==> src/heartbeat_led.sv <==
module heartbeat_led #(
    parameter int HEARTBEAT_TICKS = 33_000_000
) (
    input  logic HCLK,
    input  logic rst_key,
    output logic led_o
);

    localparam int CNT_W = $clog2(HEARTBEAT_TICKS + 1);

    logic [CNT_W-1:0] tick_cnt;
    logic             wrap;

    assign wrap = (tick_cnt == CNT_W'(HEARTBEAT_TICKS));

    always_ff @(posedge HCLK or negedge rst_key) begin
        if (!rst_key) begin
            tick_cnt <= '0;
        end else if (wrap) begin
            tick_cnt <= '0;
        end else begin
            tick_cnt <= tick_cnt + 1'b1;
        end
    end

    // led comes out of reset lit
    always_ff @(posedge HCLK or negedge rst_key) begin
        if (!rst_key) begin
            led_o <= 1'b1;
        end else if (wrap) begin
            led_o <= ~led_o;
        end
    end

endmodule

==> config.mk <==
export PLATFORM = sky130hd
export DESIGN_NAME = heartbeat_led
export DESIGN_NICKNAME = d
export VERILOG_FILES = /design/src/heartbeat_led.sv
export SDC_FILE = /design/constraint.sdc
export NUM_CORES = 1
export LEC_CHECK = 0
export BUFFER_PORTS_ARGS = -buffer_cell sky130_fd_sc_hd__buf_2
export CORE_AREA = 2 2 68 50
export CTS_CLUSTER_SIZE = 25
export DETAILED_ROUTE_END_ITERATION = 8
export DIE_AREA = 0 0 70 52
export SLEW_MARGIN = 20
export SYNTH_ARGS = -nofsm -noshare
export SYNTH_HDL_FRONTEND = slang
export SYNTH_SLANG_ARGS = --single-unit
==> constraint.sdc <==
create_clock -name HCLK -period 1.85 [get_ports HCLK]
set_input_delay 0.37 -clock HCLK [delete_from_list [all_inputs] [get_ports HCLK]]
set_output_delay 0.37 -clock HCLK [all_outputs]
set_load 0.005 [all_outputs]
==> run_results.csv <==
group,metric,value,unit
synthesis,yosysSeqAreaShare,0.451,
final_layout,num_antenna_cells,0,
synthesis,synth_area_leader_cell,"dfrtp_1",
critical_path,worstSetupPathType,"register to register",
synthesis,netlist_area,0.00144,mm²
power_and_ir_drop,peakVddDrop,0.452,mV
global_route,grt_pass1_vias,969,
timing,rsz0062_at_grt,"no",
synthesis,synth_top_area_share,0.433,
timing,clock.fmax,577,MHz
timing,setup_ws,0.116,ns
placement,pre_cts_ws,0.0545,ns
final_layout,fillers,270,
timing,finalClockSkew,0.00387,ns
final_layout,nNetsFinal,151,
synthesis,synth.area.top_cells,"dfrtp_1, xnor2_1, nor2_1",
routing,drc_errors,0,
final_layout,area_delta_synth_final,9.71,%
synthesis,synth.most_common_cell,"dfrtp_1",
synthesis,synth_common_cells,"dfrtp_1, nor2_1, xnor2_1, nand2_1, nand4_1",
timing,finalSetupTns,0,ns
power_and_ir_drop,p_total,904,µW
timing,max_slew_margin,0.613,
critical_path,r2r-end,"tick_cnt[22]$_DFF_PN0_",
critical_path,crit_path_end_kind,"register",
routing,drt_pass1_iterations,4,
synthesis,synth-seq-cells,26,
synthesis,synth_flop_cell,"dfrtp_1",
synthesis,synth.distinct_cells,32,
routing,wire_per_inst,15.2,µm
routing,ant_nets,0,
global_route,antenna_found_initial,0,
critical_path,critPathMaxFanout,6,
cts,cts_sinks,26,
die,core,0.00302,mm²
run,cap_violations,0,
timing,period_share,0.937,
routing,highest_layer,"met4",
cts,cts_buffers,3,
cts,clk_path_buf_depth,2,
synthesis,syn_area_per_cell,10.5,µm²
synthesis,yosys_warnings,0,
timing,min_period,1.73,ns
global_route,grt_max_degree,27,
routing,dr.first_iter.drc_count,62,
die,fp.dieArea,0.00364,mm²
routing,num_vias,1059,
timing,finalHoldViolCount,0,
cts,htreeDepth,1,
synthesis,synthArstFlopShare,1.00,
global_route,grt_pass1_wl,4830,µm
critical_path,cp_cell_sequence,"ha_2 -> nand4_1 -> nor4_4 -> buf_6 -> mux2i_1 -> nor3_2",
cts,postCtsHoldBufs,0,
final_layout,layout-drive-gt1-share,0.151,
critical_path,cpMaxStageDelayCell,"dfrtp_1",
critical_path,startpoint,"tick_cnt[0]$_DFF_PN0_",
die,ios,3,
critical_path,r2r_slack,0.12,ns
routing,dr_wl_met3,123,µm
timing,report.final.slew_viol_count,0,
power_and_ir_drop,leakage,0.000656,µW
placement,io_buffers,2,
routing,viasPerCell,5.76,
critical_path,cp-start-kind,"register",
synthesis,syn_inst,138,
global_route,gr-total-overflow,0,
power_and_ir_drop,p_per_area,571,mW/mm²
routing,dr_wl_met2,1130,µm
die,die_width,70,µm
placement,gp_congestion,0.806,
timing,worst_pin_slew,0.581,ns
critical_path,crit_arrival,1.90,ns
die,row_count,17,
die,dieHeight,52,µm
routing,wl,2800,µm
hold_path,hp-class,"input port to asynchronous set/reset pin",
critical_path,worstPathRequired,2.01,ns
routing,drt-met1-wl,1530,µm
critical_path,regToRegStartpoint,"tick_cnt[0]$_DFF_PN0_",
timing,setup_viol,0,
global_route,grt_util_all_layers,0.176,
placement,dp_hpwl,2020,µm
cts,worstSkewPairLatency,0.27,ns
die,start_util,0.478,
critical_path,ff2ff_path_depth,6,
status,status,"finished clean",
cts,clkTransAtPathRegs,0.09,ns
critical_path,slowest_delay,0.43,ns
synthesis,syn_nets,142,
cts,cts_tree,"done",
cts,cts-root-buf,"clkbuf_8",
synthesis,synth-edff-count,0,
[cells in the final DEF (no fill, tap or decap), types with 3 or more instances in the layout]
master / count
nor3_1: 5
and4_1: 5
nand3_1: 6
nor4b_1: 4
xor2_1: 4
clkbuf_8: 3
inv_1: 4
nor3_2: 3
nand2_1: 9
buf_4: 3
nor2_1: 16
dfrtp_1: 25
a21oi_1: 5
xnor2_1: 13
and2_1: 3
nand4_1: 8
mux2i_1: 4
[sequential cells by signal (all words and copies together), names as in the netlist]
signal,flops
tick_cnt,25
led_o,1
[cell families after synthesis]
family                     Yosys count  synth area share
buffers and inverters                6            0.0165
and+or+nand+nor                     75             0.351
muxes                                5            0.0347
xor gates and xnor gates            17             0.103
DFF                                 26             0.451
adders and majority gates            2            0.0173
AOI/OAI and AO/OA                    7            0.0260
[critical path: cells and delay by family (launching register included)]
| family | cells | cell delay, ns |
|---|---|---|
| fa+ha+maj | 1 | 0.24 |
| simple gates | 3 | 0.57 |
| buf+inv | 1 | 0.16 |
| mux | 1 | 0.22 |
| flops | 1 | 0.43 |
[worst max path at each step]
stage,to,slack (ns)
after floorplan,tick_cnt[18]$_DFF_PN0_,0.27
after global placement,tick_cnt[22]$_DFF_PN0_,0.15
after detailed placement,tick_cnt[20]$_DFF_PN0_,0.05
after CTS,tick_cnt[22]$_DFF_PN0_,0.05
after global routing,tick_cnt[20]$_DFF_PN0_,0.002
final,tick_cnt[22]$_DFF_PN0_,0.12
[metrics by stage]
step / utilization / hold slack [ns] / std cells / area, µm²
after global routing: 0.524 / 0.120 / 184 / 1580
after detailed placement: 0.499 / 0.409 / 178 / 1510
after CTS: 0.514 / 0.110 / 182 / 1550
after global placement: 0.499 / 0.402 / 178 / 1510
final: 0.524 / 0.0858 / 184 / 1580
after floorplan: - / 0.0744 / 138 / 1440
[power by group]
part	internal (µW)	total [µW]	switching (µW)
combinational	0.755	11.4	10.7
clock	154	325	171
sequential	568	568	0
total	723	904	182
[timing repair]
item	CTS	global route
setup buffers	0	2
setup endpoints to repair	0	5
gates resized for setup	0	4
[final cells by class]
class                           instances  area, µm²  area share
Clock buffer                            4       45.0      0.0284
Inverter                                4       15.0     0.00948
Multi-Input combinational cell        106        781       0.493
Sequential cell                        26        652       0.412
Tap cell                               38       47.5      0.0300
Timing Repair Buffer                    6       43.8      0.0276
[routing by layer]
layer,vias to the layer above,track usage
li1,520,-
met1,520,0.271
met2,17,0.244
met3,2,0.0484
met4,0,0.0385
met5,-,0
(Power assumes the default switching activity.)
