`config.mk`:
```
export PLATFORM = sky130hd
export DESIGN_NAME = sys_reset_ctrl
export DESIGN_NICKNAME = d
export VERILOG_FILES = /design/src/sys_reset_ctrl.sv
export SDC_FILE = /design/constraint.sdc
export NUM_CORES = 1
export LEC_CHECK = 0
export BUFFER_PORTS_ARGS = -buffer_cell sky130_fd_sc_hd__buf_2
export CORE_AREA = 5 5 42 44
export DETAILED_ROUTE_END_ITERATION = 10
export DIE_AREA = 0 0 47 49
export SLEW_MARGIN = 20
export SYNTH_ARGS = -nofsm -noshare
export SYNTH_HDL_FRONTEND = slang
export SYNTH_SLANG_ARGS = --single-unit
```
`constraint.sdc`:
```
create_clock -name HCLK -period 2 [get_ports HCLK]
set_input_delay 0.2 -clock HCLK [delete_from_list [all_inputs] [get_ports HCLK]]
set_output_delay 0.2 -clock HCLK [all_outputs]
set_load 0.005 [all_outputs]
```
`src/sys_reset_ctrl.sv`:
```
module sys_reset_ctrl #(
    parameter int RESET_HOLD = 16
) (
    input  logic HCLK,
    input  logic rst_key,
    input  logic ddr_init_done_i,
    input  logic watchdog_reset_i,
    input  logic sys_reset_req_i,
    output logic sys_rst_n_o
);

    localparam int CNT_W = $clog2(RESET_HOLD + 1);

    logic [CNT_W-1:0] hold_cnt;
    logic             release_ok;
    logic             rst_meta;
    logic             rst_sync;

    // hold counter, reloaded by watchdog or software request
    always_ff @(posedge HCLK or negedge rst_key) begin
        if (!rst_key) begin
            hold_cnt <= '0;
        end else if (watchdog_reset_i || sys_reset_req_i) begin
            hold_cnt <= CNT_W'(RESET_HOLD);
        end else if (hold_cnt != '0) begin
            hold_cnt <= hold_cnt - 1'b1;
        end
    end

    // memory ready and no pending hold
    assign release_ok = ddr_init_done_i & (hold_cnt == '0);

    // two stage release synchronizer
    always_ff @(posedge HCLK or negedge rst_key) begin
        if (!rst_key) begin
            rst_meta <= 1'b0;
            rst_sync <= 1'b0;
        end else begin
            rst_meta <= release_ok;
            rst_sync <= rst_meta;
        end
    end

    assign sys_rst_n_o = rst_sync;

endmodule

```
==> results of run 1 <==
power by group through the flow:
stage          combinational (mW)  sequential [mW]  clock, mW
2_1_floorplan              0.0340            0.159          0
3_3_place_gp               0.0470            0.161          0
3_5_place_dp               0.0472            0.161          0
4_1_cts                    0.0486            0.159      0.135
5_1_grt                    0.0561            0.160      0.147
6_report                   0.0478            0.159      0.127
layer usage:
layer	global-route usage [%]	vias to the layer above
met1	6.97	120
met2	8.82	6
met3	2.21	4
met5	0	-
li1	-	119
met4	9.68	0
per-stage QoR:
step	instances	utilization, %	worst slack, ps
2_1_floorplan	29	-	359
3_3_place_gp	49	25.8	262
3_5_place_dp	49	25.8	261
4_1_cts	54	28.5	253
5_1_grt	54	28.5	176
6_report	54	28.5	253
Yosys cell counts, types with 2 or more instances:
cell type  n  area share (%)
nor2_1     3             3.5
a211oi_1   2             4.7
dfrtp_1    7              54
nand3b_1   2             4.7
nand2b_1   2             3.9
nor3_1     2             3.1
inv_1      3             3.5
critical path, cell delays in order, from the launching register on:
cell,delay [ps]
dfrtp_1,400
inv_1,70
ha_1,210
or4b_1,580
a2111oi_2,390
cells by family after synthesis:
group | after synthesis | synth area share, %
and+or+nand+nor | 12 | 21.8
DFF | 7 | 54.5
AOI/OAI and AO/OA | 4 | 12.1
buffers and inverters | 4 | 5.06
xor gates and xnor gates | 1 | 2.72
adders and majority gates | 1 | 3.89
path summary, 6_finish.rpt:
check | to | slack, ps | depth (start not counted)
max | hold_cnt[1]$_DFFE_PN0P_ | 250 | 4
max reg2reg | hold_cnt[1]$_DFFE_PN0P_ | 250 | 4
max in group asynchronous | hold_cnt[0]$_DFFE_PN0P_ | 1530 | 2
min | rst_meta$_DFF_PN0_ | 170 | 3
min reg2reg | sys_rst_n_o$_DFF_PN0_ | 360 | 0
min in group asynchronous | sys_rst_n_o$_DFF_PN0_ | 310 | 2
state kept, by name (all words and copies together), names as in the netlist:
name / flops
rst_meta: 1
hold_cnt: 5
sys_rst_n_o: 1
what timing repair did:
action / 4_1_cts / 5_1_grt
endpoints found under the hold margin: 7 / 0
hold buffers: 1 / 0
gates resized for setup: 0 / 0
cell type report:
| class | count | area [um^2] | area share [%] |
|---|---|---|---|
| flip-flops and latches | 7 | 175 | 43.9 |
| multi-input cells | 18 | 130 | 32.6 |
| repair buffers | 6 | 35.0 | 8.78 |
| clock buffers | 3 | 22.5 | 5.64 |
| well taps | 16 | 20.0 | 5.02 |
| inverters | 3 | 11.3 | 2.82 |
| clock inverters | 1 | 5.00 | 1.25 |
==> qor.yml, run 1 <==
startpoint: "hold_cnt[0]$_DFFE_PN0P_"
clkLatencyLatePin_ps: 250
first_iter_violations: 2
rsz0062_at_grt: "no"
syn_area_um2: 322
top_layer: "met4"
yosys_warnings: 0
grt_max_degree: 8
synth.net_count: 35
slew_violations: 0
cts-root-buf: "clkbuf_4"
worstHoldStart: "ddr_init_done_i"
power_density_nw_per_um2: 836
min_period_over_period_pct: 87.3
grt_pass1_vias: 237
avgSynthCellArea_um2: 11.1
row_count: 14
timing.rr.start: "hold_cnt[0]$_DFFE_PN0P_"
routed_via_density: 4.61
h-tree-depth: 1
worstPathArrival_ps: 1890
num-fill-cells: 153
wl_met3_um: 9
layout_commonest_cell: "dfrtp_1"
placedInstanceArea_um2: 362
yosysSeqAreaShare_pct: 54.5
boundaryPins: 6
finalPower_uw: 334
cts_made_buffers: 3
critPathMaxFanout: 5
overflow: 0
wl_per_cell_um: 10.5
combPwrFrac_pct: 14.3
first_pass_iters: 4
pwr-share-clk_pct: 38.0
drc: 0
hp-class: "in -> reg"
vias: 249
final_layout_size_suffix_gt1_share_pct: 26.3
fin_skew_ps: 4.04
p_switching_uw: 85.0
layout_min_cycle_time_ps: 1750
core_um2: 1400
whs_ps: 166
wl_um: 569
critPathLaunchType: "register"
portBuffers: 5
max_freq_ghz: 0.573
initial_core_util_pct: 22.9
place_congestion: 0.770
worstMarginPinSlew_ps: 251
ir_drop_mv: 0.387
met2_length_um: 269
sw_frac_of_total_pct: 25.5
diodes: 0
cts_tree: "yes"
ys.flop_type: "dfrtp_1"
antenna_left: 0
status: "finished clean"
clkTransAtPathRegs_ps: 50
grt_pass1_wl_um: 1020
hold_viol_final: 0
final_cell_mix: "dfrtp_1, buf_2, inv_1, nor2_1, clkbuf_4"
max_slew_margin_pct: 83.3
maxCapViolCount: 0
tns_ps: 0
cts.path.max_buffers: 2
clock-sinks: 7
endpoint_kind: "register"
power_leakage_nw: 0.185
antenna_found_initial: 0
met1Wirelength_um: 242
synth-seq-cells: 7
die_area_um2: 2300
nets: 45
syn_inst: 29
stdcell_area_um2: 399
synthArstFlopShare_pct: 100
synth_enable_flop_cells: 0
setup_viol: 0
grtUsageTotal_pct: 6.88
p_int_uw: 249
die_h_um: 49
crit_type: "reg -> reg"
yosysUniqueCellTypes: 15
post-cts-setup-buffers: 0
die_w_um: 47
worstPathRequired_ps: 2150
pwr-share-seq_pct: 47.6
area_growth_pct: 24.1
No activity file was read; power rests on OpenSTA's default activity.
==> run 2, diff against run 1 <==
--- a/config.mk
+++ b/config.mk
@@ -6,9 +6,12 @@
 export NUM_CORES = 1
 export LEC_CHECK = 0
 export BUFFER_PORTS_ARGS = -buffer_cell sky130_fd_sc_hd__buf_2
+export CELL_PAD_IN_SITES_DETAIL_PLACEMENT = 0
+export CELL_PAD_IN_SITES_GLOBAL_PLACEMENT = 2
 export CORE_AREA = 5 5 42 44
 export DETAILED_ROUTE_END_ITERATION = 10
 export DIE_AREA = 0 0 47 49
+export PLACE_DENSITY_LB_ADDON = 0.1
 export SLEW_MARGIN = 20
 export SYNTH_ARGS = -nofsm -noshare
 export SYNTH_HDL_FRONTEND = slang
==> qor.yml, run 2 (synthesis gave the netlist of run 1 again) <==
cts-root-buf: "clkbuf_4"
place_ws_ps: 235  # -25.9 ps
power_density_nw_per_um2: 839  # +0.29%
crit_type: "reg -> reg"
critPathLaunchType: "register"
first_iter_violations: 5  # +3
clkTransAtPathRegs_ps: 50  # about the same
die_w_um: 47  # unchanged
vias: 242  # -2.8%
initial_core_util_pct: 22.9  # unchanged
max_slew_margin_pct: 83.7  # +0.43 points
worstPathArrival_ps: 1900  # about the same
post-cts-setup-buffers: 0  # unchanged
wl_per_cell_um: 12.0  # +14%
slew_violations: 0  # unchanged
layout_min_cycle_time_ps: 1760  # +17.2 ps
drc: 0  # unchanged
cp_slowest_cell: "or4b_1"
status: "finished clean"
max_freq_ghz: 0.567  # -0.97%
antenna_left: 0  # unchanged
routed_via_density: 4.48  # -2.8%
h-tree-depth: 1  # unchanged
antenna_found_initial: 0  # unchanged
critPathTopFamily: "simple AND/OR/NAND/NOR gates"
critPathMaxFanout: 5  # unchanged
boundaryPins: 6  # unchanged
area_growth_pct: 23.7
portBuffers: 5  # unchanged
cts_made_buffers: 3  # unchanged
layout_commonest_cell: "dfrtp_1"
die_h_um: 49  # unchanged
dp_hpwl_um: 498
min_period_over_period_pct: 88.2  # +0.86 points
tns_ps: 0  # unchanged
worstMarginPinSlew_ps: 244  # -6.48 ps
clkLatencyLatePin_ps: 240  # about the same
r2r_setup_slack_ps: 240  # -20 ps
core_um2: 1400  # unchanged
final_layout_size_suffix_gt1_share_pct: 23.7  # -2.6 points
grt_pass1_wl_um: 1110  # +8.7%
fin_skew_ps: 1.41  # -2.64 ps
rsz0062_at_grt: "no"
setup_viol: 0  # unchanged
ir_drop_mv: 0.225  # -42%
diodes: 0  # unchanged
critPathBufInv: 1  # unchanged
endpoint_kind: "register"
power_leakage_nw: 0.182  # -1.5%
critical-path-max-stage-delay_ps: 580  # about the same
worstPathRequired_ps: 2140  # about the same
place_congestion: 0.725  # -5.7%
overflow: 0  # unchanged
cts_tree: "yes"
wl_um: 649  # +14%
final_cell_mix: "dfrtp_1, buf_2, inv_1, nor2_1, clkbuf_4"
crit_chain: "inv_1 > ha_1 > or4b_1 > a2111oi_2"
maxCapViolCount: 0  # unchanged
cts.path.max_buffers: 2  # unchanged
nets: 45  # unchanged
clock-sinks: 7  # unchanged
hp-class: "in -> reg"
first_pass_iters: 4  # unchanged
top_register: "hold_cnt"
grt_max_degree: 8  # unchanged
grt_pass1_vias: 259  # +9.3%
hold_viol_final: 0  # unchanged
largest_reg_flops: 5  # unchanged
row_count: 14  # unchanged
fin_ws_ps: 236  # -17.2 ps
die_area_um2: 2300  # unchanged
grtUsageTotal_pct: 6.79  # -0.085 points
==> run 2: changes by cell type in the layout (fill, tap and decap cells not counted), sizes merged <==
cell	delta
clkbuf	+1
clkinv	-1
==> run 2: path summary, 6_finish.rpt <==
kind,depth (start not counted),from,to
setup / recovery,4,hold_cnt[0]$_DFFE_PN0P_,hold_cnt[1]$_DFFE_PN0P_
hold / removal,3,ddr_init_done_i,rst_meta$_DFF_PN0_
setup reg to reg,4,hold_cnt[0]$_DFFE_PN0P_,hold_cnt[1]$_DFFE_PN0P_
hold reg to reg,0,rst_meta$_DFF_PN0_,sys_rst_n_o$_DFF_PN0_
max in group asynchronous,2,rst_key,hold_cnt[0]$_DFFE_PN0P_
min in group asynchronous,2,rst_key,hold_cnt[2]$_DFFE_PN0P_
==> run 2: cell type report <==
type | count | area, um^2
Fill cell | 157 | 1000
Sequential cell | 7 | 175
Multi-Input combinational cell | 18 | 130
Timing Repair Buffer | 6 | 35.0
Clock buffer | 4 | 26.3
Tap cell | 16 | 20.0
Inverter | 3 | 11.3
==> run 2: metrics by stage <==
stage | cells | total power [mW] | area (um^2) | util (%) | hold slack, ps
floorplan | 29 | 0.193 | 322 | - | -95.6
global placement | 49 | 0.211 | 362 | 25.8 | 43.8
detailed placement | 49 | 0.211 | 362 | 25.8 | 45.7
CTS | 54 | 0.344 | 398 | 28.4 | 157
global route | 54 | 0.361 | 398 | 28.4 | 156
finish | 54 | 0.334 | 398 | 28.4 | 169
==> run 2: timing repair <==
action | 4_1_cts | 5_1_grt
hold endpoints to repair | 7 | 0
resized for setup | 0 | 0
hold buffers | 1 | 0
==> run 2: power breakdown <==
part	switching, mW	total (mW)	internal [mW]	leakage (nW)
Sequential	0.00810	0.160	0.152	0.0906
Clock	0.0485	0.124	0.0759	0.0150
Combinational	0.0251	0.0497	0.0246	0.0766
Total	0.0817	0.334	0.252	0.182
==> run 2: tightest hold or removal path: cells and delay by family <==
kind / cells / cell delay (ps)
buffers and inverters: 2 / 140
and+or+nand+nor: 1 / 40
==> run 2: per-layer routing <==
layer  vias to the layer above  routed length [um]  global-route usage [%]
met5                         -                   0                       0
met4                         0                   0                    1.38
met3                         0                  47                    5.54
met2                         6                 302                    8.60
met1                       119                 298                    8.93
li1                        117                   -                       -
