<file path="src/soc_glue_pkg.sv">
package soc_glue_pkg;

    // plain vector types
    typedef logic [7:0]  byte_t;   // one mac stream byte
    typedef logic [31:0] word_t;   // ahb data word
    typedef logic [31:0] addr_t;   // ahb address

    // ahb request after slave decode
    typedef struct packed {
        logic       sel;           // region already decoded
        logic       ready;         // HREADY from the bus
        logic [1:0] trans;
        logic       write;
        logic [2:0] size;
        addr_t      addr;
        word_t      wdata;
    } ahb_req_t;

    // ahb slave response
    typedef struct packed {
        logic  readyout;
        logic  resp;               // 0 is OKAY
        word_t rdata;
    } ahb_rsp_t;

    // mac transmit beat
    typedef struct packed {
        byte_t data;
        logic  start;              // first byte of frame
        logic  last;               // final byte of frame
    } mac_tx_t;

    // mac receive word, zero when not valid
    typedef struct packed {
        logic  last;
        logic  valid;
        byte_t data;
    } mac_rx_t;

    typedef enum logic {
        IDLE,
        SEND
    } udp_state_e;

    localparam logic [3:0] UDP_REGION    = 4'h7;   // HADDR[31:28]
    localparam int         UDP_BUF_BYTES = 16;
    localparam logic [7:0] UDP_CTRL_OFS  = 8'h10;  // write starts a send
    localparam logic [7:0] UDP_STAT_OFS  = 8'h14;  // bit 0 busy

endpackage
</file>
<file path="src/udp_tx_engine.sv">
module udp_tx_engine import soc_glue_pkg::*; (
    input  logic     HCLK,
    input  logic     rst_n_i,
    input  ahb_req_t ahb_i,
    output ahb_rsp_t ahb_o,
    input  logic     mac_tpnd_i,
    output mac_tx_t  tx_o,
    output logic     udp_cs_o
);

    localparam int IDX_W = $clog2(UDP_BUF_BYTES);

    byte_t            buf_mem [UDP_BUF_BYTES];
    udp_state_e       state;
    logic             ap_sample;
    logic             ap_valid;
    logic             ap_write;
    logic [7:0]       ap_ofs;
    logic [3:0]       ap_be;
    logic [3:0]       be_next;
    logic [IDX_W:0]   len_r;
    logic [IDX_W:0]   len_wr;
    logic [IDX_W-1:0] idx;
    logic             busy;
    logic             wr_buf;
    logic             wr_ctrl;
    logic             start_send;
    logic             beat_last;
    logic             beat_acc;
    word_t            rdata;

    assign ap_sample = ahb_i.sel & ahb_i.ready & ahb_i.trans[1];

    // byte lanes from size and low address
    always_comb begin
        case (ahb_i.size)
            3'b000:  be_next = 4'b0001 << ahb_i.addr[1:0];
            3'b001:  be_next = ahb_i.addr[1] ? 4'b1100 : 4'b0011;
            default: be_next = 4'b1111;
        endcase
    end

    always_ff @(posedge HCLK or negedge rst_n_i) begin
        if (!rst_n_i) begin
            ap_valid <= 1'b0;
        end else begin
            ap_valid <= ap_sample;
        end
    end

    // address phase payload
    always_ff @(posedge HCLK) begin
        if (ap_sample) begin
            ap_write <= ahb_i.write;
            ap_ofs   <= ahb_i.addr[7:0];
            ap_be    <= be_next;
        end
    end

    assign busy    = (state == SEND);
    assign wr_buf  = ap_valid & ap_write & (ap_ofs[7:4] == 4'h0);
    assign wr_ctrl = ap_valid & ap_write & (ap_ofs == UDP_CTRL_OFS);
    assign len_wr  = ahb_i.wdata[IDX_W:0];

    // lengths 1 to 16 only, and only while idle
    assign start_send = wr_ctrl & ~busy & (len_wr != '0)
                      & (len_wr <= (IDX_W+1)'(UDP_BUF_BYTES));

    // frame buffer, little endian lanes
    always_ff @(posedge HCLK) begin
        if (wr_buf) begin
            for (int k = 0; k < 4; k++) begin
                if (ap_be[k]) begin
                    buf_mem[{ap_ofs[3:2], k[1:0]}] <= ahb_i.wdata[8*k +: 8];
                end
            end
        end
    end

    assign beat_last = ({1'b0, idx} == len_r - 1'b1);
    assign beat_acc  = busy & ~mac_tpnd_i;

    always_ff @(posedge HCLK or negedge rst_n_i) begin
        if (!rst_n_i) begin
            state <= IDLE;
            len_r <= '0;
            idx   <= '0;
        end else begin
            case (state)
                IDLE: begin
                    if (start_send) begin
                        state <= SEND;
                        len_r <= len_wr;
                        idx   <= '0;
                    end
                end
                SEND: begin
                    if (beat_acc) begin
                        if (beat_last) begin
                            state <= IDLE;     // cs drops next cycle
                        end else begin
                            idx <= idx + 1'b1;
                        end
                    end
                end
                default: state <= IDLE;
            endcase
        end
    end

    // beat holds while mac is pending
    assign tx_o.data  = buf_mem[idx];
    assign tx_o.start = busy & (idx == '0);
    assign tx_o.last  = busy & beat_last;
    assign udp_cs_o   = busy;

    // read data in the data phase
    always_comb begin
        rdata = '0;
        if (ap_valid && !ap_write) begin
            if (ap_ofs[7:4] == 4'h0) begin
                rdata = {buf_mem[{ap_ofs[3:2], 2'd3}], buf_mem[{ap_ofs[3:2], 2'd2}],
                         buf_mem[{ap_ofs[3:2], 2'd1}], buf_mem[{ap_ofs[3:2], 2'd0}]};
            end else if (ap_ofs == UDP_STAT_OFS) begin
                rdata = {{31{1'b0}}, busy};
            end
        end
    end

    // zero wait states, always OKAY
    assign ahb_o.readyout = 1'b1;
    assign ahb_o.resp     = 1'b0;
    assign ahb_o.rdata    = rdata;

endmodule

</file>
<file path="config.mk">
export PLATFORM = sky130hd
export DESIGN_NAME = udp_tx_engine
export DESIGN_NICKNAME = d
export VERILOG_FILES = /design/src/soc_glue_pkg.sv /design/src/udp_tx_engine.sv
export SDC_FILE = /design/constraint.sdc
export NUM_CORES = 1
export LEC_CHECK = 0
export BUFFER_PORTS_ARGS = -buffer_cell sky130_fd_sc_hd__buf_4
export CAP_MARGIN = 20
export CORE_UTILIZATION = 45
export DETAILED_ROUTE_END_ITERATION = 12
export PLACE_DENSITY = 0.66
export SLEW_MARGIN = 40
export SYNTH_ARGS = -nofsm -noshare
export SYNTH_HDL_FRONTEND = slang
export SYNTH_SLANG_ARGS = --single-unit
</file>
<file path="constraint.sdc">
create_clock -name HCLK -period 4.95 [get_ports HCLK]
set_input_delay 0.99 -clock HCLK [delete_from_list [all_inputs] [get_ports HCLK]]
set_output_delay 0.99 -clock HCLK [all_outputs]
set_load 0.02 [all_outputs]
</file>
==> reports/summary.md, run 1 <==
The filler-free cell count of the finished design is 738, and the post-synth net total is 497. 0 antenna diodes ended up in the layout. The final critical path takes up 71.38% of the cycle.

The final layout contains 587 nets. The tightest min-delay check is of the primary input to asynchronous set/reset pin type. In this run the register-to-register setup slack is 2660 ps. The number of buffers between clock root and the deepest sink was 2; the total via count after detailed routing was 4306. Once the clock tree was built, the resizer swapped 0 gates to a different size. The overflow left after global routing was 0; the highest clock rate was 283.0 MHz.

TritonCTS built the clock tree. The number of storage elements in the synthesis netlist is 154. In this run the static leakage power is 3.034 nW. In the global route stage, overall resource usage came out at 21.54%. After synthesis, the share of flip-flops with an asynchronous set or reset is 7.143%. Summing the areas of all fa, ha and maj instances in the mapped netlist gives 0.5171% of the synthesized area. The most used flip-flop cell after synthesis is sky130_fd_sc_hd__edfxtp_1.

The top cell type's share of synthesized area is 58.32%. Largest driver fanout on the critical path: 30. The buffers inserted during post-CTS setup optimization is 0, and the number of enable flip-flop cells after synthesis is 141.

By area, the combinational part of the netlist is dominated by multiplexers. Cell with the most instances after synthesis: sky130_fd_sc_hd__edfxtp_1. In the final routed layout, each cell accounts on average for 22.84 um. The floorplan has 46 rows. The clock tree synthesis step divided the H-tree into 4 levels.

The run gives 0 ps as the setup total negative slack. In the routed design, unresolved DRC markers number 0. After synthesis, the share of cell area in mux cells is 20.79%. Measured along the x axis, the die boundary spans 129.0 um. The count of buffers added on input and output ports is 92.

The required time of the worst setup path was 3960 ps. The flow ran to the end, and the final reports show no timing, DRC or antenna violations. The number of antenna violations at the first check in global routing is 0, and the placeable core area is 15830 um2. The final core utilization came out at 55.45%. The number of nets still failing antenna checks after routing is 0. The die covers 16640 um2. For the tightest slew margin relative to the limit, the log shows 41.72%.

Setup repair after global routing left no endpoint under its margin. After detailed routing, the total wire length is 16860 um. The post-synthesis cell area was 7259 um2; the number of placed I/O pins was 120. The final hold violation count came out at 0. The first routing iteration left 439 violations. The critical path is of the flop to output pin type. The worst setup path is captured at an output pin. The average footprint of a synthesized cell is 17.33 um2. STA classifies the critical path startpoint as a flop. The total CTS buffers is 17, and the portion of the post-synthesis area used by sequential elements is 62.67%. The die height is 129.0 um. The time the final worst path needs with I/O delays and setup was 3533 ps; the initial core utilization was 45.87%. The number of cells on the worst reg-to-reg path is 4. The post-synthesis cell type count was 44; the fraction of final layout cells with drive strength greater than 1 was 42.72%. Power spread over the standard cell area amounts to 434.7 nW/um2.

The clock insertion delay at the later pin of the skew report was 420 ps. By area the synthesized netlist is led by sky130_fd_sc_hd__edfxtp_1, sky130_fd_sc_hd__mux4_2, sky130_fd_sc_hd__dfrtp_1. Hold repair after CTS inserted 0 buffers.

The wire-length estimate of the detail-placed layout is 11830 um. Summing internal, switching and leakage power gives 3.815 mW. The global-route wire length before repair was 25160 um; the XOR/XNOR share of the synthesized area was 0.7239%.

At the end of routability-driven placement, the weighted congestion stood at 0.8101. For this run, the detailed router's first-pass iteration total came to 6. Of the total synthesized cell area, the portion taken by AND, OR, NAND and NOR gates is 9.221%. The number of instances in the synthesized netlist is 419.

The slew of the pin with the lowest slew margin came out at 872.9 ps. The tool flagged a number of max-cap violations equal to 0. The Yosys step of the flow raised 0 warnings.

The final count of pins violating max slew is 0. Clock tree synthesis found a total of 154 sinks. The placed instance count is 706. In this run the critical register-to-register path is captured at buf_mem[1][4]$_DFFE_PP_. The via-per-instance ratio was 5.835.

Data on the critical path arrives at its endpoint at 2540 ps. The run gives 1270 as the number of inserted filler cells in the final layout. Number of global-route vias before repair: 4248. The startpoint of the most critical register-to-register path is ap_ofs[5]$_DFFE_PP_. Setup violations remaining at the end of the flow were counted as 0.

Layout overhead on the synthesized area: 20.89%. Entering global routing, the biggest net connects 42 pins. In this run the clock root is driven by a sky130_fd_sc_hd__clkbuf_16.

For the setup skew after layout, the log shows 8.141 ps. The compound-cell area share of the yosys netlist came out at 3.189%. Clock-pin slew was measured on the worst setup and hold paths at 60 ps. The run gives 0.0002698 V as the worst ir drop on vdd. Ranked by instance count, the synthesized netlist is headed by sky130_fd_sc_hd__edfxtp_1, sky130_fd_sc_hd__mux4_2, sky130_fd_sc_hd__nor2b_1, sky130_fd_sc_hd__nand2_1, sky130_fd_sc_hd__nor2_1.

sky130_fd_sc_hd__edfxtp_1 takes more of the synthesized area than any other cell.
stage by stage:
step                cell area [um2]  worst slack (ps)  hold WS, ps
global route                   8776              1250        394.1
detailed placement             8152              1709        547.7
global placement               8125              1724        533.0
finish                         8776              1417        395.5
CTS                            8773              1207        386.4
floorplan                      7259              2172        503.5
how the worst max path moves through the flow:
stage | start | endpoint | slack (ps)
floorplan | idx[0]$_DFFE_PN0P_ | tx_o[2] | 2170
CTS | idx[0]$_DFFE_PN0P_ | tx_o[3] | 1210
finish | idx[0]$_DFFE_PN0P_ | tx_o[3] | 1420
global placement | flop | ahb_o[6] | 1720
detailed placement | idx[0]$_DFFE_PN0P_ | tx_o[7] | 1710
global route | idx[0]$_DFFE_PN0P_ | tx_o[3] | 1250
power by group:
part / internal (mW) / switching (mW)
combinational: 0.457 / 0.379
sequential: 1.45 / 0.170
clock: 0.843 / 0.517
flip-flops by register name (all words and copies together), names as in the netlist, named ones only:
signal,flops
len_r,5
ap_valid,1
udp_cs_o,1
ap_write,1
ap_be,4
ap_ofs,8
buf_mem,128
idx,4
worst max-delay path, stage by stage (launching register included):
cell and delay (ps):
sky130_fd_sc_hd__dfrtp_4 730, sky130_fd_sc_hd__mux4_2 570, sky130_fd_sc_hd__nor2b_1 150, sky130_fd_sc_hd__a211oi_1 310
sky130_fd_sc_hd__a31oi_1 100, sky130_fd_sc_hd__buf_4 220
placed cells by master, fill, tap and decap left out, drive strengths merged, types with 3 or more instances in the layout:
cell      n
a221o     3
nor3     10
dfrtp    11
mux4     64
edfxtp  141
bufinv    4
nor2b    40
clkbuf   17
mux2      6
nand2b    4
a211oi    8
buf     100
nor2     16
ha        3
nand2    25
and3      6
xnor2     5
inv      10
clkinv    8
a31oi     8
o21ai     7
kinds of logic (layout without fill, tap and decap cells):
kind of cell,after synthesis,count (layout)
AO/OA/AOI/OAI,32,32
XOR/XNOR,6,6
adder cells (fa/ha/maj),3,3
buffers and inverters,38,141
flip-flops,154,154
multiplexers,70,70
other,2,2
AND/OR/NAND/NOR,114,114
area by class of cell:
cell class	instances	area [um2]	area share, %
clock buffer	17	425.4	4.847
sequential	154	4561	51.97
inverter	9	33.78	0.3849
tap	216	270.3	3.080
timing repair buffer	100	750.7	8.554
clock inverter	15	196.4	2.238
multi-input combinational	227	2539	28.93
layer usage:
metal,vias to the layer above,track usage [%],routed length (um),part of all wire (%)
li1,1860,-,-,-
met1,2214,28.99,6933,41
met2,219,34.59,8477,50
met3,13,5.244,1250,7.4
met4,0,7.336,195,1.2
met5,-,0,0,0
Note: power is estimated with default switching activity, not from simulation.
==> inputs of run 2 (changes only) <==
--- a/config.mk
+++ b/config.mk
@@ -9,7 +9,7 @@
 export CAP_MARGIN = 20
 export CORE_UTILIZATION = 45
 export DETAILED_ROUTE_END_ITERATION = 12
-export PLACE_DENSITY = 0.66
+export PLACE_DENSITY = 0.69
 export SLEW_MARGIN = 40
 export SYNTH_ARGS = -nofsm -noshare
 export SYNTH_HDL_FRONTEND = slang
==> constraint.sdc (replaced) <==
create_clock -name HCLK -period 2.9 [get_ports HCLK]
set_input_delay 0.58 -clock HCLK [delete_from_list [all_inputs] [get_ports HCLK]]
set_output_delay 0.58 -clock HCLK [all_outputs]
set_load 0.02 [all_outputs]
==> run 2 against run 1 <==
  * Utilization increased by 1.3 points
  * Critical path depth rose by 1
  * Clock power increased by 60%
  * Routed wire length grew 5.0%
  * Combinational power is 120% higher
  * Hold slack lost 69 ps
  * Highest routed layer unchanged
==> reports/summary.md, run 2 (synthesized netlist as in run 1, its figures left out) <==
Post-detailed-route DRC marker count: 0 (unchanged). The global-route total usage across every layer is 22.28% (+0.74 points). The first-pass detailed-route iteration total was 4 (-2). The worst hold path belongs to the class primary input to flop. Final core utilization: 56.73% (+1.3 points). The logs give 45.87% (unchanged) for the initial core utilization and 0 (unchanged) for the number of antenna violations at the first check in global routing. Number of buffer cells added on primary ports: 92 (unchanged).

The worst setup path is of the flop to output pin kind. For the worst ir drop on vdd, the log shows 0.0004616 V (+71%). The global-route wire length before repair came out at 25810 um (+2.6%). The flip-flop count of the largest register, all copies and words added is 128 (unchanged).

Post-route worst hold slack: 326.7 ps (-68.86 ps). For the detailed placement HPWL, the log shows 12120 um (+2.4%). Relative to the synthesized area, the layout overhead comes to 23.68%. The depth of the CTS H-tree is 4 (unchanged). The worst setup path is launched from a flop. The global placer's final weighted congestion was 0.7955 (-1.8%). The flow ran to the end, and the final reports show no timing, DRC or antenna violations. The die outline width came out at 129.0 um (unchanged). Final hold violation count: 0 (unchanged).

Setup slack of the critical path after layout: 99.41 ps (-1317 ps). The run gives 6.557 mW (+72%) as the total power consumption of the routed design. For the placeable core area, the log shows 15830 um2 (unchanged). The iteration-0 DRC count of the detailed router was 606 (+38%).

Setup repair after global routing left no endpoint under its margin. The run gives 2320 ps (-1640 ps) as the required time of the worst setup path. For the critical path data arrival time, the log shows 2220 ps (-320 ps). The critical path endpoint category is an output pin.

The tools report the setup total negative slack as 0 ps (unchanged). The filler-free cell count of the finished design was 761 (+3.1%). TritonCTS built the clock tree. The number of global-route vias before repair came out at 4287 (+0.92%).

For the number of violations of the max-capacitance limit, the log shows 0 (unchanged). The overflow left after global routing was 0 (unchanged); the number of inserted filler cells in the final layout was 1220 (-3.9%). The fraction of final layout cells with drive strength greater than 1 is 43.30% (+0.58 points), and the number of inserted diodes is 0 (unchanged). Total wire length after detailed routing: 17700 um (+5.0%).

The number of nets still failing antenna checks after routing is 0 (unchanged). The tools report the tightest slew margin relative to the limit as 54.06% (+12 points). The clock insertion delay at the later pin of the skew report came out at 430 ps (about the same). The portion of the clock cycle consumed by the worst path in the final layout is 96.57%. The run gives 8325 um2 (+2.1%) as the placed instance area.

The tools report the number of sinks handled by clock tree synthesis as 154 (unchanged). For the number of buffers between clock root and the deepest sink, the log shows 2 (unchanged). Based on the critical path, the design can be clocked at up to 357.1 MHz.

The slew of the pin with the lowest slew margin came out at 689.0 ps (-183.9 ps). Average wire per standard cell: 23.26 um (+1.9%). The placed instance count is 724 (+2.5%), and the leakage power is 3.154 nW (+4.0%).

The run gives 5.026 ps (-3.115 ps) as the setup skew after layout. The final count of pins violating max slew was 0 (unchanged). The run gives 4362 (+1.3%) as the total via count after detailed routing.

The run gives 42 (unchanged) as the pin count of the biggest net entering global routing. The tools report the minimum setup slack after placement as 498.9 ps (-1210 ps). The via-per-instance ratio came out at 5.732 (-1.8%). For the number of nets in the layout, the log shows 610 (+3.9%). The tools report the cell at the root of the clock tree as sky130_fd_sc_hd__clkbuf_16. The number of standard-cell rows in the floorplan was 46 (unchanged); the total CTS buffers was 17 (unchanged). The power per cell area came out at 730.3 nW/um2 (+68%). The number of placed I/O pins came out at 120 (unchanged).

The die height works out to 129.0 um (unchanged). Leaving out fill and tap cells, the most frequent cells in the layout are sky130_fd_sc_hd__edfxtp_1, sky130_fd_sc_hd__buf_4, sky130_fd_sc_hd__mux4_2. The largest driver fanout on the critical path is 10 (-67%). The library cell used most frequently in the layout, excluding fill and tap cells, is sky130_fd_sc_hd__edfxtp_1. The final setup violation count was 0 (unchanged); the post-cts gate resize count was 0 (unchanged). Subtracting the final worst setup slack from the clock period gives 2801 ps.

The clock slew at the register clock pins of the worst setup and hold paths came out at 60 ps (about the same). The summed area of non-filler cells in the final layout was 8979 um2 (+2.3%). The area enclosed by the die boundary came out at 16640 um2 (unchanged).
run 2: cell count changes in the layout (fill, tap and decap cells not counted), moves of 3 or more:
cell	previous run	this run
sky130_fd_sc_hd__buf_4	100	114
sky130_fd_sc_hd__buf_12	0	6
sky130_fd_sc_hd__nor2_1	10	16
sky130_fd_sc_hd__nor2_2	6	0
sky130_fd_sc_hd__clkbuf_1	0	3
sky130_fd_sc_hd__clkinvlp_4	2	5
run 2: critical path, cell delays in order, from the launching register on:
cell                        delay (ps)
sky130_fd_sc_hd__dfrtp_2           380
sky130_fd_sc_hd__buf_4             140
sky130_fd_sc_hd__clkbuf_16         180
sky130_fd_sc_hd__mux4_2            510
sky130_fd_sc_hd__a211oi_1          270
sky130_fd_sc_hd__a31oi_1           110
sky130_fd_sc_hd__buf_4             190
run 2: timing repair:
| item | in CTS | in global routing |
|---|---|---|
| hold buffers | 1 | 0 |
| setup endpoints to repair | 0 | 8 |
| buffers inserted | 0 | 2 |
| endpoints found under the hold margin | 11 | 0 |
run 2: power by group:
group | internal [mW] | total (mW) | leakage, nW | switching [mW]
sequential | 2.47 | 2.54 | 1.43 | 0.0705
clock | 1.28 | 2.18 | 0.264 | 0.901
combinational | 0.928 | 1.84 | 1.46 | 0.910
total | 4.68 | 6.56 | 3.15 | 1.88
run 2: area by class of cell:
cell class	instances	area [um2]	area share [%]
clock inverter	12	141.4	1.575
clock buffer	20	436.7	4.863
tap	216	270.3	3.010
timing repair buffer	123	1036	11.54
multi-input combinational	227	2507	27.93
sequential	154	4553	50.71
inverter	9	33.78	0.3763
run 2: metal layers:
metal | GRT usage (%) | vias up | part of all wire (%)
met2 | 35.14 | 219 | 49
met1 | 30.88 | 2213 | 40
met4 | 7.612 | 0 | 2.1
met5 | 0 | - | 0
met3 | 5.037 | 27 | 8.3
li1 | - | 1903 | -
run 2: final timing paths:
| path | startpoint | to | slack (ps) | cells past startpoint |
|---|---|---|---|---|
| setup / recovery | idx[0]$_DFFE_PN0P_ | tx_o[3] | 100 | 6 |
| hold / removal | ahb_i[38] | ap_ofs[6]$_DFFE_PP_ | 330 | 1 |
| setup reg to reg | len_r[0]$_DFFE_PN0P_ | idx[0]$_DFFE_PN0P_ | 700 | 7 |
| hold reg to reg | len_r[1]$_DFFE_PN0P_ | len_r[1]$_DFFE_PN0P_ | 550 | 1 |
| max in group asynchronous | rst_n_i | idx[0]$_DFFE_PN0P_ | 2210 | 2 |
| min in group asynchronous | rst_n_i | ap_valid$_DFF_PN0_ | 520 | 2 |
==> inputs of run 3 (changes only) <==
--- a/config.mk
+++ b/config.mk
@@ -5,7 +5,7 @@
 export SDC_FILE = /design/constraint.sdc
 export NUM_CORES = 1
 export LEC_CHECK = 0
-export BUFFER_PORTS_ARGS = -buffer_cell sky130_fd_sc_hd__buf_4
+export BUFFER_PORTS_ARGS = -buffer_cell sky130_fd_sc_hd__buf_2
 export CAP_MARGIN = 20
 export CORE_UTILIZATION = 45
 export DETAILED_ROUTE_END_ITERATION = 12
==> run 3 against run 2 <==
  * Utilization down 2.0 points
  * Clock skew up 6.0 ps
  * Largest power group unchanged
  * Power down 3.3%
  * Final cell count down 0.66%
  * Highest routed layer unchanged
==> reports/summary.md, run 3 (synthesized netlist as in run 1, its figures left out) <==
The tools report the post-cts gate resize count as 0 (unchanged). For the worst ir drop on vdd, the log shows 0.0005097 V (+10%). The number of global-route vias before repair was 4422 (+3.1%); the average wire per standard cell was 22.55 um (-3.1%). The run gives 4324 (-0.87%) as the total via count after detailed routing.

Die height: 129.0 um (unchanged). Relative to the synthesized area, the layout overhead comes to 19.37%. The run gives 756 (-0.66%) as the filler-free cell count of the finished design.

The minimum setup slack after placement was 528.4 ps (+29.49 ps). Critical path endpoint category: an output pin. The tools report the placed instance area as 8070 um2 (-3.1%).

The delay of the slowest cell on the worst path is 510 ps (about the same). The initial core utilization is 45.87% (unchanged). Global-route total usage across every layer: 22.18% (-0.10 points). TritonCTS built the clock tree.

The largest driver fanout on the critical path was 26 (+16). Fraction of final layout cells with drive strength greater than 1: 43.52% (+0.22 points). The final setup violation count is 0 (unchanged), and the post-detailed-route DRC marker count is 0 (unchanged). The number of antenna violations at the first check in global routing is 0 (unchanged), and the die outline width is 129.0 um (unchanged).

Overflow left after global routing: 0 (unchanged). For the setup slack of the critical path after layout, the log shows 86.64 ps (-12.77 ps). For the number of sinks handled by clock tree synthesis, the log shows 154 (unchanged).

The setup total negative slack is 0 ps (unchanged). The final hold violation count was 0 (unchanged); the highest clock rate was 355.4 MHz (-0.45%). Cell type group with the largest total delay on the critical path: multiplexers.

Clock insertion delay at the later pin of the skew report: 430 ps (about the same). The slowest stage of the critical path is the sky130_fd_sc_hd__mux4_2 cell. Number of inserted diodes: 0 (unchanged). The power per cell area was 731.7 nW/um2 (+0.19%). Number of buffer cells added on primary ports: 92 (unchanged). The tightest slew margin relative to the limit came out at 53.91% (-0.15 points). For the placed instance count, the log shows 724 (unchanged).

The logs give 2230 ps (about the same) for the critical path data arrival time and 6.340 mW (-3.3%) for the total power consumption of the routed design. The flip-flop count of the largest register, all copies and words added works out to 128 (unchanged). For the final count of pins violating max slew, the log shows 0 (unchanged).

The tools report the global-route wire length before repair as 26010 um (+0.78%). For the depth of the CTS H-tree, the log shows 4 (unchanged). The library cells used most frequently in the layout, excluding fill and tap cells, are sky130_fd_sc_hd__edfxtp_1, sky130_fd_sc_hd__buf_2, sky130_fd_sc_hd__mux4_2. The worst setup path is launched from a flop.

For the detailed placement HPWL, the log shows 12080 um (-0.29%). The signal on the critical path passes through buf_12 > mux4_2 > nor2b_1 > a211oi_1 > a31oi_1 > buf_2. The path class of the tightest hold or removal check is primary input to asynchronous set/reset pin. The number of buffers inserted for hold repair after clock tree synthesis came out at 0 (-1). The setup skew after layout is 10.98 ps (+5.958 ps), and the number of nets still failing antenna checks after routing is 0 (unchanged). The placeable core area was 15830 um2 (unchanged). The area enclosed by the die boundary was 16640 um2 (unchanged). The portion of the clock cycle consumed by the worst path in the final layout came out at 97.01% (+0.44 points). The required time of the worst setup path is 2320 ps (about the same), and the total CTS buffers is 17 (unchanged). The worst setup path is of the flop to output pin kind. The pin count of the biggest net entering global routing came out at 42 (unchanged).

The tools report the final core utilization as 54.75% (-2.0 points). For the total wire length after detailed routing, the log shows 17050 um (-3.7%). The tools report the iteration-0 DRC count of the detailed router as 473 (-22%). The time the final worst path needs with I/O delays and setup came out at 2813 ps (+12.77 ps). The logs give 0 (unchanged) for the buffers inserted during post-CTS setup optimization and 5 (+1) for the first-pass detailed-route iteration total. The number of standard-cell rows in the floorplan is 46 (unchanged), and the global placer's final weighted congestion is 0.7834 (-1.5%). Setup repair after global routing could not meet its margin everywhere.

The number of placed I/O pins was 120 (unchanged); the buffers plus inverters on the worst setup path was 2 (-1). The number of buffers between clock root and the deepest sink is 2 (unchanged). The most common library cell in the layout ignoring fill and taps is sky130_fd_sc_hd__edfxtp_1. The flow ran to the end, and the final reports show no timing, DRC or antenna violations. The slew of the pin with the lowest slew margin was 691.4 ps (+2.312 ps); the summed area of non-filler cells in the final layout was 8666 um2 (-3.5%). The run gives 17.45 ps (-309.2 ps) as the post-route worst hold slack.

The logs give 3.088 nW (-2.1%) for the leakage power and 0 (unchanged) for the number of violations of the max-capacitance limit. The number of nets in the layout was 605 (-0.82%); the via-per-instance ratio was 5.720 (-0.22%). The cell sitting at the root of the clock tree is a sky130_fd_sc_hd__clkbuf_16. The clock slew at the register clock pins of the worst setup and hold paths works out to 70 ps (about the same).
run 3: changes by cell type in the layout (fill, tap and decap cells not counted), moves of 2 or more:
cell | previous run | this run
sky130_fd_sc_hd__buf_12 | 6 | 4
sky130_fd_sc_hd__buf_2 | 0 | 92
sky130_fd_sc_hd__buf_4 | 114 | 22
sky130_fd_sc_hd__bufinv_16 | 2 | 0
sky130_fd_sc_hd__clkbuf_1 | 3 | 0
sky130_fd_sc_hd__clkbuf_16 | 19 | 17
sky130_fd_sc_hd__clkinv_8 | 0 | 3
sky130_fd_sc_hd__clkinvlp_4 | 5 | 1
sky130_fd_sc_hd__inv_6 | 4 | 2
sky130_fd_sc_hd__inv_8 | 0 | 7
run 3: worst paths after layout:
check                                           from                    to  slack (ps)  cells past startpoint
worst max-delay path              idx[0]$_DFFE_PN0P_               tx_o[6]          90                      6
worst min-delay path                         rst_n_i    udp_cs_o$_DFF_PN0_          20                      1
worst max register to register  len_r[0]$_DFFE_PN0P_    idx[0]$_DFFE_PN0P_         750                      7
worst min register to register  len_r[1]$_DFFE_PN0P_  len_r[1]$_DFFE_PN0P_         570                      1
max in group asynchronous                    rst_n_i    idx[0]$_DFFE_PN0P_        2650                      1
min in group HCLK                          ahb_i[38]   ap_ofs[6]$_DFFE_PP_         330                      1
run 3: power breakdown:
part / total, mW / internal [mW] / switching [mW]
Clock: 2.18 / 1.16 / 1.02
Combinational: 1.61 / 0.769 / 0.843
Sequential: 2.55 / 2.47 / 0.0796
run 3: area by class of cell:
| cell class | instances | area, um2 |
|---|---|---|
| clock buffer | 17 | 425.4 |
| clock inverter | 15 | 170.2 |
| fill | 1222 | 7162 |
| inverter | 9 | 33.78 |
| multi-input combinational | 227 | 2507 |
| sequential | 154 | 4553 |
| tap | 216 | 270.3 |
| timing repair buffer | 118 | 705.7 |
run 3: layer usage:
layer	vias to the layer above	GRT usage, %	routed length (um)
met4	0	9.204	323
li1	1903	-	-
met3	29	4.046	1174
met2	178	35.96	8466
met1	2214	29.85	7087
met5	-	0	0
